`config.mk`:
```
export PLATFORM = sky130hd
export DESIGN_NAME = px_top
export DESIGN_NICKNAME = d
export VERILOG_FILES = /design/src/design/px_pkg.sv /design/src/design/px_bus_ctl.sv /design/src/design/px_ctl_regs.sv /design/src/design/px_state_reg.sv /design/src/design/px_strobe_gen.sv /design/src/design/px_top.sv
export SDC_FILE = /design/constraint.sdc
export NUM_CORES = 1
export LEC_CHECK = 0
export BUFFER_PORTS_ARGS = -buffer_cell sky130_fd_sc_hd__clkbuf_2
export CORE_MARGIN = 3
export CORE_UTILIZATION = 35
export DETAILED_ROUTE_END_ITERATION = 8
export GPL_ROUTABILITY_DRIVEN = 0
export PLACE_DENSITY = 0.66
export SLEW_MARGIN = 0
export SYNTH_ARGS = -nofsm -noshare
export SYNTH_HDL_FRONTEND = slang
export SYNTH_HIERARCHICAL = 1
export SYNTH_SLANG_ARGS = --single-unit
```
`constraint.sdc`:
```
create_clock -name got -period 1.85 [get_ports got]
set_input_delay 0 -clock got [delete_from_list [all_inputs] [get_ports got]]
set_output_delay 0 -clock got [all_outputs]
set_load 0.05 [all_outputs]
```
`src/design/px_pkg.sv`:
```
// Shared types for the P-X state control block, referenced by scoped names
package px_pkg;

	// Delay and timeout counts, in got cycles
	typedef logic [7:0] px_dly_t;

	// One-hot processor state, also used for the enter request
	//   Long states       wz ws we p4 (longer strob1 delay)
	//   Two-strobe states ws we p4 k2 (strob2 follows strob1)
	//   Read states       k1 p1 p5 wr
	//   Write states      ww wm
	//   Bus states        read states plus write states
	typedef struct packed {
		logic k1; // Instruction fetch
		logic k2; // Second fetch word
		logic p0; // Front panel service
		logic p1; // Fetch second word
		logic p2; // Modification
		logic p3; // Pre-modification
		logic p4; // Argument fetch prep
		logic p5; // Argument read
		logic wp;
		logic wa;
		logic wz;
		logic ws;
		logic we;
		logic wr; // Memory read
		logic ww; // Memory write
		logic wm; // Memory modify write
		logic wx;
		logic i1; // Interrupt phases
		logic i2;
	} px_state_t;

	// Configuration register
	typedef struct packed {
		logic stop_on_nomem; // Halt on missing memory
		logic low_mem_deny; // Block writes to low memory in user mode
	} px_cfg_t;

	// Sticky faults, also the layout of event pulses and clear bits
	typedef struct packed {
		logic alarm; // Bus wait timed out
		logic nomem; // Memory answered ren
		logic wr_deny; // Protected write suppressed
	} px_status_t;

	// Configuration after reset
	localparam px_cfg_t cfg_rst = '{stop_on_nomem: 1'b1, low_mem_deny: 1'b0};

endpackage

```
`src/design/px_bus_ctl.sv`:
```
// System bus request for memory states, response wait, alarm and write protection
`timescale 1ns/1ps

module px_bus_ctl #(
	parameter px_pkg::px_dly_t alarm_ticks = 8'd20
) (
	input logic got,
	input logic clo_,
	input px_pkg::px_state_t state,
	input logic cycle_end,
	input logic q, // System flag, user mode
	input logic arz, // Address in low memory
	input logic rok, // Memory done
	input logic ren, // No memory
	input px_pkg::px_cfg_t cfg,
	output logic zg,
	output logic dr,
	output logic dw,
	output logic bus_busy,
	output px_pkg::px_status_t fault_ev
);

	typedef enum logic [1:0] {
		B_IDLE, // Waiting for a bus state
		B_REQ, // zg raised, waiting for answer
		B_DONE // Access over for this cycle
	} bus_t;

	bus_t bst;
	px_pkg::px_dly_t wait_cnt; // Cycles of zg so far
	logic rd_st;
	logic wr_st;
	logic deny;

	assign rd_st = state.k1 | state.p1 | state.p5 | state.wr;
	assign wr_st = state.ww | state.wm;

	// User mode write to protected low memory
	assign deny = wr_st & cfg.low_mem_deny & q & arz;

	always_ff @(posedge got or negedge clo_) begin
		if (!clo_) begin
			bst <= B_IDLE;
			wait_cnt <= '0;
			fault_ev <= '0;
		end else begin
			fault_ev <= '0; // Events are single pulses
			if (cycle_end) begin
				bst <= B_IDLE; // Rearm for the next state
			end else begin
				case (bst)
					B_IDLE: begin
						if (deny) begin
							bst <= B_DONE; // No bus cycle at all
							fault_ev.wr_deny <= 1'b1;
						end else if (rd_st || wr_st) begin
							bst <= B_REQ;
							wait_cnt <= '0;
						end
					end
					B_REQ: begin
						if (rok) begin
							bst <= B_DONE;
						end else if (ren) begin
							bst <= B_DONE;
							fault_ev.nomem <= 1'b1;
						end else if (wait_cnt == alarm_ticks - 8'd1) begin
							bst <= B_DONE; // Nobody answered
							fault_ev.alarm <= 1'b1;
						end else begin
							wait_cnt <= wait_cnt + 8'd1;
						end
					end
					default: begin
						bst <= B_DONE; // Hold until cycle end
					end
				endcase
			end
		end
	end

	assign zg = (bst == B_REQ);
	assign bus_busy = zg; // Stretches the cycle
	assign dr = zg & rd_st;
	assign dw = zg & wr_st;

endmodule

```
`src/design/px_ctl_regs.sv`:
```
// Configuration register, sticky fault status and halt level for the P-X block
`timescale 1ns/1ps

module px_ctl_regs (
	input logic got,
	input logic clo_,
	input logic cfg_we,
	input px_pkg::px_cfg_t cfg_wdata,
	input px_pkg::px_status_t fault_ev,
	input px_pkg::px_status_t stat_clr, // Write one to clear
	output px_pkg::px_cfg_t cfg,
	output px_pkg::px_status_t status,
	output logic hlt
);

	always_ff @(posedge got or negedge clo_) begin
		if (!clo_) begin
			cfg <= px_pkg::cfg_rst;
		end else if (cfg_we) begin
			cfg <= cfg_wdata;
		end
	end

	// Set wins over clear in the same cycle
	always_ff @(posedge got or negedge clo_) begin
		if (!clo_) begin
			status <= '0;
		end else begin
			status <= (status & ~stat_clr) | fault_ev;
		end
	end

	// Stop on missing memory until software clears it
	assign hlt = status.nomem & cfg.stop_on_nomem;

endmodule

```
`src/design/px_state_reg.sv`:
```
// One-hot processor state register, loaded with the enter request at cycle end
`timescale 1ns/1ps

module px_state_reg (
	input logic got,
	input logic clo_,
	input px_pkg::px_state_t enter,
	input logic cycle_end,
	output px_pkg::px_state_t state
);

	// Sheet 1 and 2 state flip-flops folded into one register
	always_ff @(posedge got or negedge clo_) begin
		if (!clo_) begin
			state <= '0; // No state active, treated as short non-bus
		end else if (cycle_end) begin
			state <= enter; // New state visible next cycle
		end
	end

endmodule

```
`src/design/px_strobe_gen.sv`:
```
// Machine cycle timing: delay counter, strob1 and strob2 pulses and cycle end
`timescale 1ns/1ps

module px_strobe_gen #(
	parameter px_pkg::px_dly_t dly_short = 8'd3,
	parameter px_pkg::px_dly_t dly_long = 8'd5
) (
	input logic got,
	input logic clo_,
	input px_pkg::px_state_t state,
	input logic bus_busy,
	input logic hlt,
	input logic mode,
	input logic step,
	output logic strob1,
	output logic strob2,
	output logic cycle_end
);

	typedef enum logic [2:0] {
		S_CNT, // Counting the state delay
		S_STB1, // First strobe
		S_STB2, // Second strobe
		S_END, // Cycle end slot
		S_WAIT // Held by step mode or halt
	} seq_t;

	seq_t st;
	seq_t st_nx;
	px_pkg::px_dly_t cnt; // Cycles since last cycle end
	px_pkg::px_dly_t dly_sel;
	logic long_st;
	logic two_st;
	logic due;
	logic go;

	assign long_st = state.wz | state.ws | state.we | state.p4;
	assign two_st = state.ws | state.we | state.p4 | state.k2;
	assign dly_sel = long_st ? dly_long : dly_short; // Univibrator length by group

	// Strobe next cycle once delay is reached and bus is free
	assign due = (cnt >= dly_sel - 8'd1) && !bus_busy;

	// Step mode needs the step key, halt freezes the cycle
	assign go = !hlt && (!mode || step);

	always_comb begin
		st_nx = st;
		case (st)
			S_CNT: begin
				if (due) st_nx = S_STB1;
			end
			S_STB1: begin
				st_nx = two_st ? S_STB2 : S_END;
			end
			S_STB2: begin
				st_nx = S_END;
			end
			S_END, S_WAIT: begin
				st_nx = go ? S_CNT : S_WAIT; // Restart after cycle end
			end
			default: begin
				st_nx = S_CNT;
			end
		endcase
	end

	always_ff @(posedge got or negedge clo_) begin
		if (!clo_) begin
			st <= S_CNT;
			cnt <= 8'd1; // As if a cycle end just happened
		end else begin
			st <= st_nx;
			if (cycle_end) begin
				cnt <= 8'd1;
			end else if (st == S_CNT && cnt != 8'hff) begin
				cnt <= cnt + 8'd1; // Saturate on a long bus wait
			end
		end
	end

	assign strob1 = (st == S_STB1);
	assign strob2 = (st == S_STB2);
	assign cycle_end = (st == S_END || st == S_WAIT) && go;

endmodule

```
`src/design/px_top.sv`:
```
// Top level of the P-X state control, wiring state, timing, bus and register blocks
`timescale 1ns/1ps

module px_top #(
	parameter px_pkg::px_dly_t dly_short = 8'd3,
	parameter px_pkg::px_dly_t dly_long = 8'd5,
	parameter px_pkg::px_dly_t alarm_ticks = 8'd20
) (
	input logic got,
	input logic clo_,
	input px_pkg::px_state_t enter,
	input logic mode,
	input logic step,
	input logic q,
	input logic arz,
	input logic rok,
	input logic ren,
	input logic cfg_we,
	input px_pkg::px_cfg_t cfg_wdata,
	input px_pkg::px_status_t stat_clr,
	output px_pkg::px_state_t state,
	output logic strob1,
	output logic strob2,
	output logic cycle_end,
	output logic zg,
	output logic dr,
	output logic dw,
	output logic hlt,
	output px_pkg::px_cfg_t cfg,
	output px_pkg::px_status_t status
);

	logic bus_busy;
	px_pkg::px_status_t fault_ev;

	px_state_reg px_state_reg_i (
		.got(got), .clo_(clo_), .enter(enter), .cycle_end(cycle_end), .state(state)
	);

	px_strobe_gen #(.dly_short(dly_short), .dly_long(dly_long)) px_strobe_gen_i (
		.got(got), .clo_(clo_), .state(state), .bus_busy(bus_busy), .hlt(hlt),
		.mode(mode), .step(step), .strob1(strob1), .strob2(strob2),
		.cycle_end(cycle_end)
	);

	px_bus_ctl #(.alarm_ticks(alarm_ticks)) px_bus_ctl_i (
		.got(got), .clo_(clo_), .state(state), .cycle_end(cycle_end), .q(q),
		.arz(arz), .rok(rok), .ren(ren), .cfg(cfg), .zg(zg), .dr(dr), .dw(dw),
		.bus_busy(bus_busy), .fault_ev(fault_ev)
	);

	px_ctl_regs px_ctl_regs_i (
		.got(got), .clo_(clo_), .cfg_we(cfg_we), .cfg_wdata(cfg_wdata),
		.fault_ev(fault_ev), .stat_clr(stat_clr), .cfg(cfg), .status(status),
		.hlt(hlt)
	);

endmodule

```
# Yosys cells after proc, flatten, opt, wreduce, memory -nomap -nowiden
# Cells that the tools add are included.
# Widths: inputs -> output; s select.
[classes] magnitude_cmp=1 eq_ne=15 n_reduce_logical=17 mux=28 addsub=3 bitwise=20
[ops] op="$mux 8" count=7
[ops] op="$add 8x1->8 const B" count=2
[ops] op="$mux 2" count=8
[ops] op="$pmux 8 s2" count=1
[ops] op="$mux 3" count=4
[ops] op="$pmux 3 s4" count=1
[ops] op="$or 1x1->1" count=10
[ops] op="$eq 8x5->1 const B" count=1
[ops] op="$ge 8x8->1" count=1
[ops] op="$ne 2x2->1 const B" count=4
[ops] op="$ne 8x8->1 const B" count=1
[ops] op="$sub 8x1->8 const B" count=1
[ops] op="$reduce_and 7->1" count=1
[ops] op="$and 1x1->1" count=6
[ops] op="$eq 3x2->1 const B" count=2
[ops] op="$mux 1" count=6
[ops] op="$ne 5x5->1 const B" count=1
[ops] op="$logic_and 1x1->1" count=4
[ops] op="$ne 2x1->1 const B" count=2
[ops] op="$ne 4x2->1 const B" count=1
[ops] op="$pmux 2 s2" count=1
[ops] op="$reduce_bool 2->1" count=2
[ops] op="$and 3x3->3" count=1
[ops] op="$eq 3x1->1 const B" count=1
[ops] op="other kinds (11)" count=15
[totals] in_bits=33 regBits=48 output_inout_bits=31 wordCells=115

# Depth between registers and ports, before layout
[depth] word_depth=9 mapped_depth=8 mapped_depth_nobuf=7

# Cells and area by module
# The synthesis kept the hierarchy.
[by_module_without_submodules] module="px_state_reg" cells_each=40 seq_area_each_um2=475.5 n_inst=1 area_per_inst_um2=758.2
[by_module_without_submodules] module="px_bus_ctl" cells_each=72 seq_area_each_um2=325.3 n_inst=1 area_per_inst_um2=740.7
[by_module_without_submodules] module="px_strobe_gen" cells_each=73 seq_area_each_um2=276.5 n_inst=1 area_per_inst_um2=684.4
[by_module_without_submodules] module="px_ctl_regs" cells_each=14 seq_area_each_um2=126.4 n_inst=1 area_per_inst_um2=196.4

# Worst setup path after synthesis
# OpenSTA, ideal clock, no wires.
[synth_path] path_type="reg2reg" start="register px_ctl_regs_i/cfg[1] (netlist name)" end="register px_bus_ctl_i.wait_cnt[6]" stages_incl_launch_ff=8 setup_slack_ns=-0.656 n_path_buf=1 arrival_ns=2.380 setup_time_ns=0.126 t_required_ns=1.724 cell_sequence="dfstp_2 and2_1 a21oi_1 and2_1 buf_6 nor2_1 o211ai_2 a221o_1"
[synth_between] elab_chain_cells=6
[synth_rtl] item="$and 1x1->1" line_no="px_ctl_regs.sv:34" text="assign hlt = status.nomem & cfg.stop_on_nomem;"
[synth_rtl] item="named net hlt" line_no="px_top.sv:28" text="output logic hlt,"
[synth_rtl] item="$logic_not 1->1" line_no="px_strobe_gen.sv:45" text="assign go = !hlt && (!mode || step);"
[synth_rtl] item="$logic_and 1x1->1" line_no="px_strobe_gen.sv:45"
[synth_rtl] item="$logic_and 1x1->1" line_no="px_strobe_gen.sv:84" text="assign cycle_end = (st == S_END || st == S_WAIT) && go;"
[synth_rtl] item="named net cycle_end" line_no="px_top.sv:24" text="output logic cycle_end,"
[synth_rtl] item="$not 1->1 (no line)"
[synth_rtl] item="$reduce_and 7->1 (no line)"
[synth_rtl] item="end signal, assigned" line_no="px_bus_ctl.sv:71" text="wait_cnt <= wait_cnt + 8'd1;"
[synth_rtl] item="end, declared" line_no="px_bus_ctl.sv:30" text="px_pkg::px_dly_t wait_cnt;"
# The timed path passes the listed nets, and every way through them passes these cells.
# A chain may end at the register's enable or synchronous reset.

# Final worst setup path
[layout_path] start="register px_strobe_gen_i.st[0]" end="register px_state_reg_i/state[5] (netlist name)"
[layout_between] elab_chain_cells=3 elab_cells_between_ends=4 cone_classes="eq/ne (2); reduce/logical (2)"
[layout_rtl] item="start, declared" line_no="px_strobe_gen.sv:28" text="seq_t st;"
[layout_rtl] item="start signal, assigned" line_no="px_strobe_gen.sv:73" text="st <= st_nx;"
[layout_rtl] item="$eq 3x2->1 or $eq 3x3->1 (tied branches)" line_no="px_strobe_gen.sv:84"
[layout_rtl] item="$logic_or 1x1->1 *" line_no="px_strobe_gen.sv:84"
[layout_rtl] item="$logic_and 1x1->1 *" line_no="px_strobe_gen.sv:84"
# Mark *: on every way between the ends. The rest lies on a longest branch, timed or not.

==> flow_metrics.py <==
metrics = {
    "clock_tree": {
        "cts_resized": 0,
        "cts.sinks": 48,
        "cts_root_buf": "clkbuf_8",
        "cts_buffers": 5,
        "cts_buffer_depth": 2,
        "clkTransAtPathRegs_ps": 100,
        "cts.htree.levels": 2,
        "clk_latency_ps": 310,
        "cts_tree": "built",
    },
    "finish": {
        "area_growth_pct": 39.06,
        "final_common_cell": "clkbuf_2",
        "final_cell_mix": "clkbuf_2, dfrtp_1, dlygate4sd3_1, nor2_1, mux2_4",
        "stdcell_area_um2": 3309,
        "diodes": 0,
        "stdcell_count": 386,
        "layout-drive-gt1-share_pct": 41.10,
        "nets": 345,
    },
    "routing": {
        "route.met2.wl_mm": 2.516,
        "finalWirelength_mm": 5.374,
        "highest_layer": "met4",
        "m1WireLength_mm": 2.486,
        "antenna_left": 0,
        "wire_per_inst_um": 13.92,
        "route.met3.wl_um": 298,
        "dr_total_vias": 1932,
        "drt-initial-drc-count": 113,
        "drc": 0,
        "firstDrtPassIters": 4,
        "via_per_inst": 5.005,
    },
    "die": {
        "std_cell_rows": 29,
        "start_util_pct": 36.85,
        "core_um2": 6459,
        "dieArea_um2": 7825,
        "io_pins": 64,
        "die_x_um": 88.46,
        "die_h_um": 88.46,
    },
    "placement": {
        "port_buffers": 63,
        "place_area_um2": 2867,
        "dp.cells": 345,
        "dp_hpwl_mm": 3.778,
    },
    "worst_setup_path": {
        "cp.depth": 5,
        "worstReg2RegStart": "px_strobe_gen_i/st[0]$_DFFE_PN0P_",
        "rr_worst_depth": 5,
        "crit_fanout": 15,
        "endpoint_kind": "flip-flop",
        "arrival_ps": 1980,
        "path_class": "flip-flop to flip-flop",
        "timing.rr.end": "px_state_reg_i/state[5]$_DFFE_PN0P_",
        "slowest_delay_ps": 400,
        "critPathLaunch": "px_strobe_gen_i/st[0]$_DFFE_PN0P_",
        "critPathCapture": "px_state_reg_i/state[5]$_DFFE_PN0P_",
        "path_buf_inv": 1,
        "cp_data_required_time_ps": 2060,
        "crit_chain": "or3b_1 > o21ai_1 > and2_4 > buf_12 > mux2_2",
        "startpoint_type": "flip-flop",
        "cp_top_family": "simple AND/OR/NAND/NOR gates",
        "reg2reg_slack_ps": 80,
        "critical_path.slowest_cell": "dfrtp_1",
    },
    "timing": {
        "rsz0062_at_grt": "no",
        "max_freq_mhz": 564.8,
        "hold_slack_ps": 17.27,
        "fin_worst_skew_ps": 9.612,
        "worstMarginPinSlew_ps": 438.0,
        "hold_viol": 0,
        "setup_viol": 0,
        "slew_headroom_pct": 70.49,
        "period_share_pct": 95.70,
        "min_period_ps": 1771,
        "slew_viol_final": 0,
    },
    "grt": {
        "grt_pass1_vias": 1892,
        "antenna_found_initial": 0,
        "grt_usage_pct": 14.42,
        "grt-ovfl-total": 0,
        "grt_max_degree": 21,
        "grt_pass1_wl_mm": 8.838,
    },
    "synthesis": {
        "synth-xor-area-share_pct": 1.472,
        "synth-compound-area-share_pct": 10.73,
        "yosys.area_share.simple_pct": 18.61,
        "synth_top_family_by_area": "simple AND/OR/NAND/NOR gates",
        "synth_edf_count": 0,
        "synth_mux_area_share_pct": 13.09,
        "synth_cell_type_count": 51,
        "synth_area_per_cell_um2": 11.96,
        "synth_area_um2": 2380,
        "seq_area_frac_synth_pct": 50.58,
        "ys_warn_count": 6,
        "async_flop_share_pct": 100.0,
        "synthAdderAreaFrac_pct": 2.103,
        "syn_inst": 199,
        "syn_nets": 236,
        "synth_seq_cells": 48,
        "ys.flop_type": "dfrtp_1",
    },
    "hold_path": {
        "min_path_type": "primary input to flip-flop",
    },
    "job": {
        "maxCapViolCount": 0,
    },
    "power_and_ir_drop": {
        "power_leakage_nw": 1.640,
        "power_density_nw_per_um2": 1563,
        "ir_drop_mv": 1.137,
        "totalPowerFinal_mw": 5.173,
    },
    "outcome": {
        "outcome": "complete, no violations",
    },
}
-- worst min path at each step --
stage	from	to	slack (ps)	cells past startpoint
floorplan	clo_	px_bus_ctl_i/bst[0]$_DFFE_PN0P_	-300	0
global route	step	px_strobe_gen_i/st[2]$_DFFE_PN0P_	20	4
detailed placement	clo_	px_ctl_regs_i/status[2]$_DFF_PN0_	-90	1
CTS	step	px_strobe_gen_i/st[2]$_DFFE_PN0P_	10	4
global placement	clo_	px_ctl_regs_i/status[2]$_DFF_PN0_	-100	1
finish	step	px_strobe_gen_i/st[2]$_DFFE_PN0P_	20	4
-- Yosys cell counts, types with 3 or more instances --
master | number | area share, %
dfrtp_1 | 46 | 48
nor2_1 | 20 | 3.2
mux2_4 | 12 | 7.6
mux2_2 | 9 | 4.3
inv_1 | 7 | 1.1
nand3_1 | 7 | 1.5
nand2b_1 | 6 | 1.6
and2_1 | 5 | 1.3
and3_1 | 5 | 1.3
nand2_1 | 5 | 0.79
nor3_1 | 5 | 1.1
a21oi_1 | 4 | 0.84
ha_1 | 4 | 2.1
nand4_1 | 4 | 1.1
o21ai_0 | 4 | 0.84
xor2_1 | 4 | 1.5
a211o_1 | 3 | 1.1
a21o_1 | 3 | 0.95
mux2i_1 | 3 | 1.3
-- metrics by stage --
stage	setup WS (ps)	util, %	setup TNS [ps]
5_1_grt	17.78	51.24	0
4_1_cts	48.04	51.12	0
3_5_place_dp	68.27	44.38	0
3_3_place_gp	97.27	44.38	0
6_report	79.47	51.24	0
2_1_floorplan	-207.4	-	-2815
-- cells by family after synthesis --
family / Yosys count
AND/OR/NAND/NOR: 75
flip-flops: 48
AO/OA/AOI/OAI: 32
multiplexers: 24
buffers and inverters: 12
XOR/XNOR: 4
adder cells (fa/ha/maj): 4
-- repair_timing --
item | CTS | global route
endpoints found under the setup margin | 0 | 5
endpoints found under the hold margin | 74 | 0
setup buffers | 0 | 1
hold buffers | 32 | 0
-- metal layers --
layer  vias up  global-route usage (%)
met5         -                       0
met1       920                   18.89
met3         6                   3.352
met2        57                   23.73
li1        949                       -
met4         0                   4.533
-- state kept, by name, summed over array words and instances (netlist names) --
register / cells
px_bus_ctl_i/bst: 2
px_bus_ctl_i/fault_ev: 3
px_bus_ctl_i/wait_cnt: 8
px_ctl_regs_i/cfg: 2
px_ctl_regs_i/status: 3
px_state_reg_i/state: 19
px_strobe_gen_i/cnt: 8
px_strobe_gen_i/st: 3
-- area by class of cell --
class / instances / area [um^2]
Timing Repair Buffer: 106 / 730.7
Fill cell: 568 / 3149
Clock inverter: 3 / 46.29
Multi-Input combinational cell: 139 / 1127
Sequential cell: 48 / 1209
Clock buffer: 5 / 68.82
Tap cell: 77 / 96.34
Inverter: 8 / 31.28
-- worst reg2reg max path, delay by kind of cell (launching register included) --
kind / cells / cell delay (ps)
simple gates: 2 / 640
buf+inv: 1 / 190
mux: 1 / 340
compound gates: 1 / 110
flops: 1 / 400
-- where the power goes --
group	total [mW]	leakage [nW]	switching, mW	internal [mW]
combinational	2.67	0.981	1.72	0.956
sequential	1.72	0.604	0.314	1.40
clock	0.781	0.0548	0.374	0.407
total	5.17	1.64	2.41	2.77
Power figures use the tool's default switching activity.
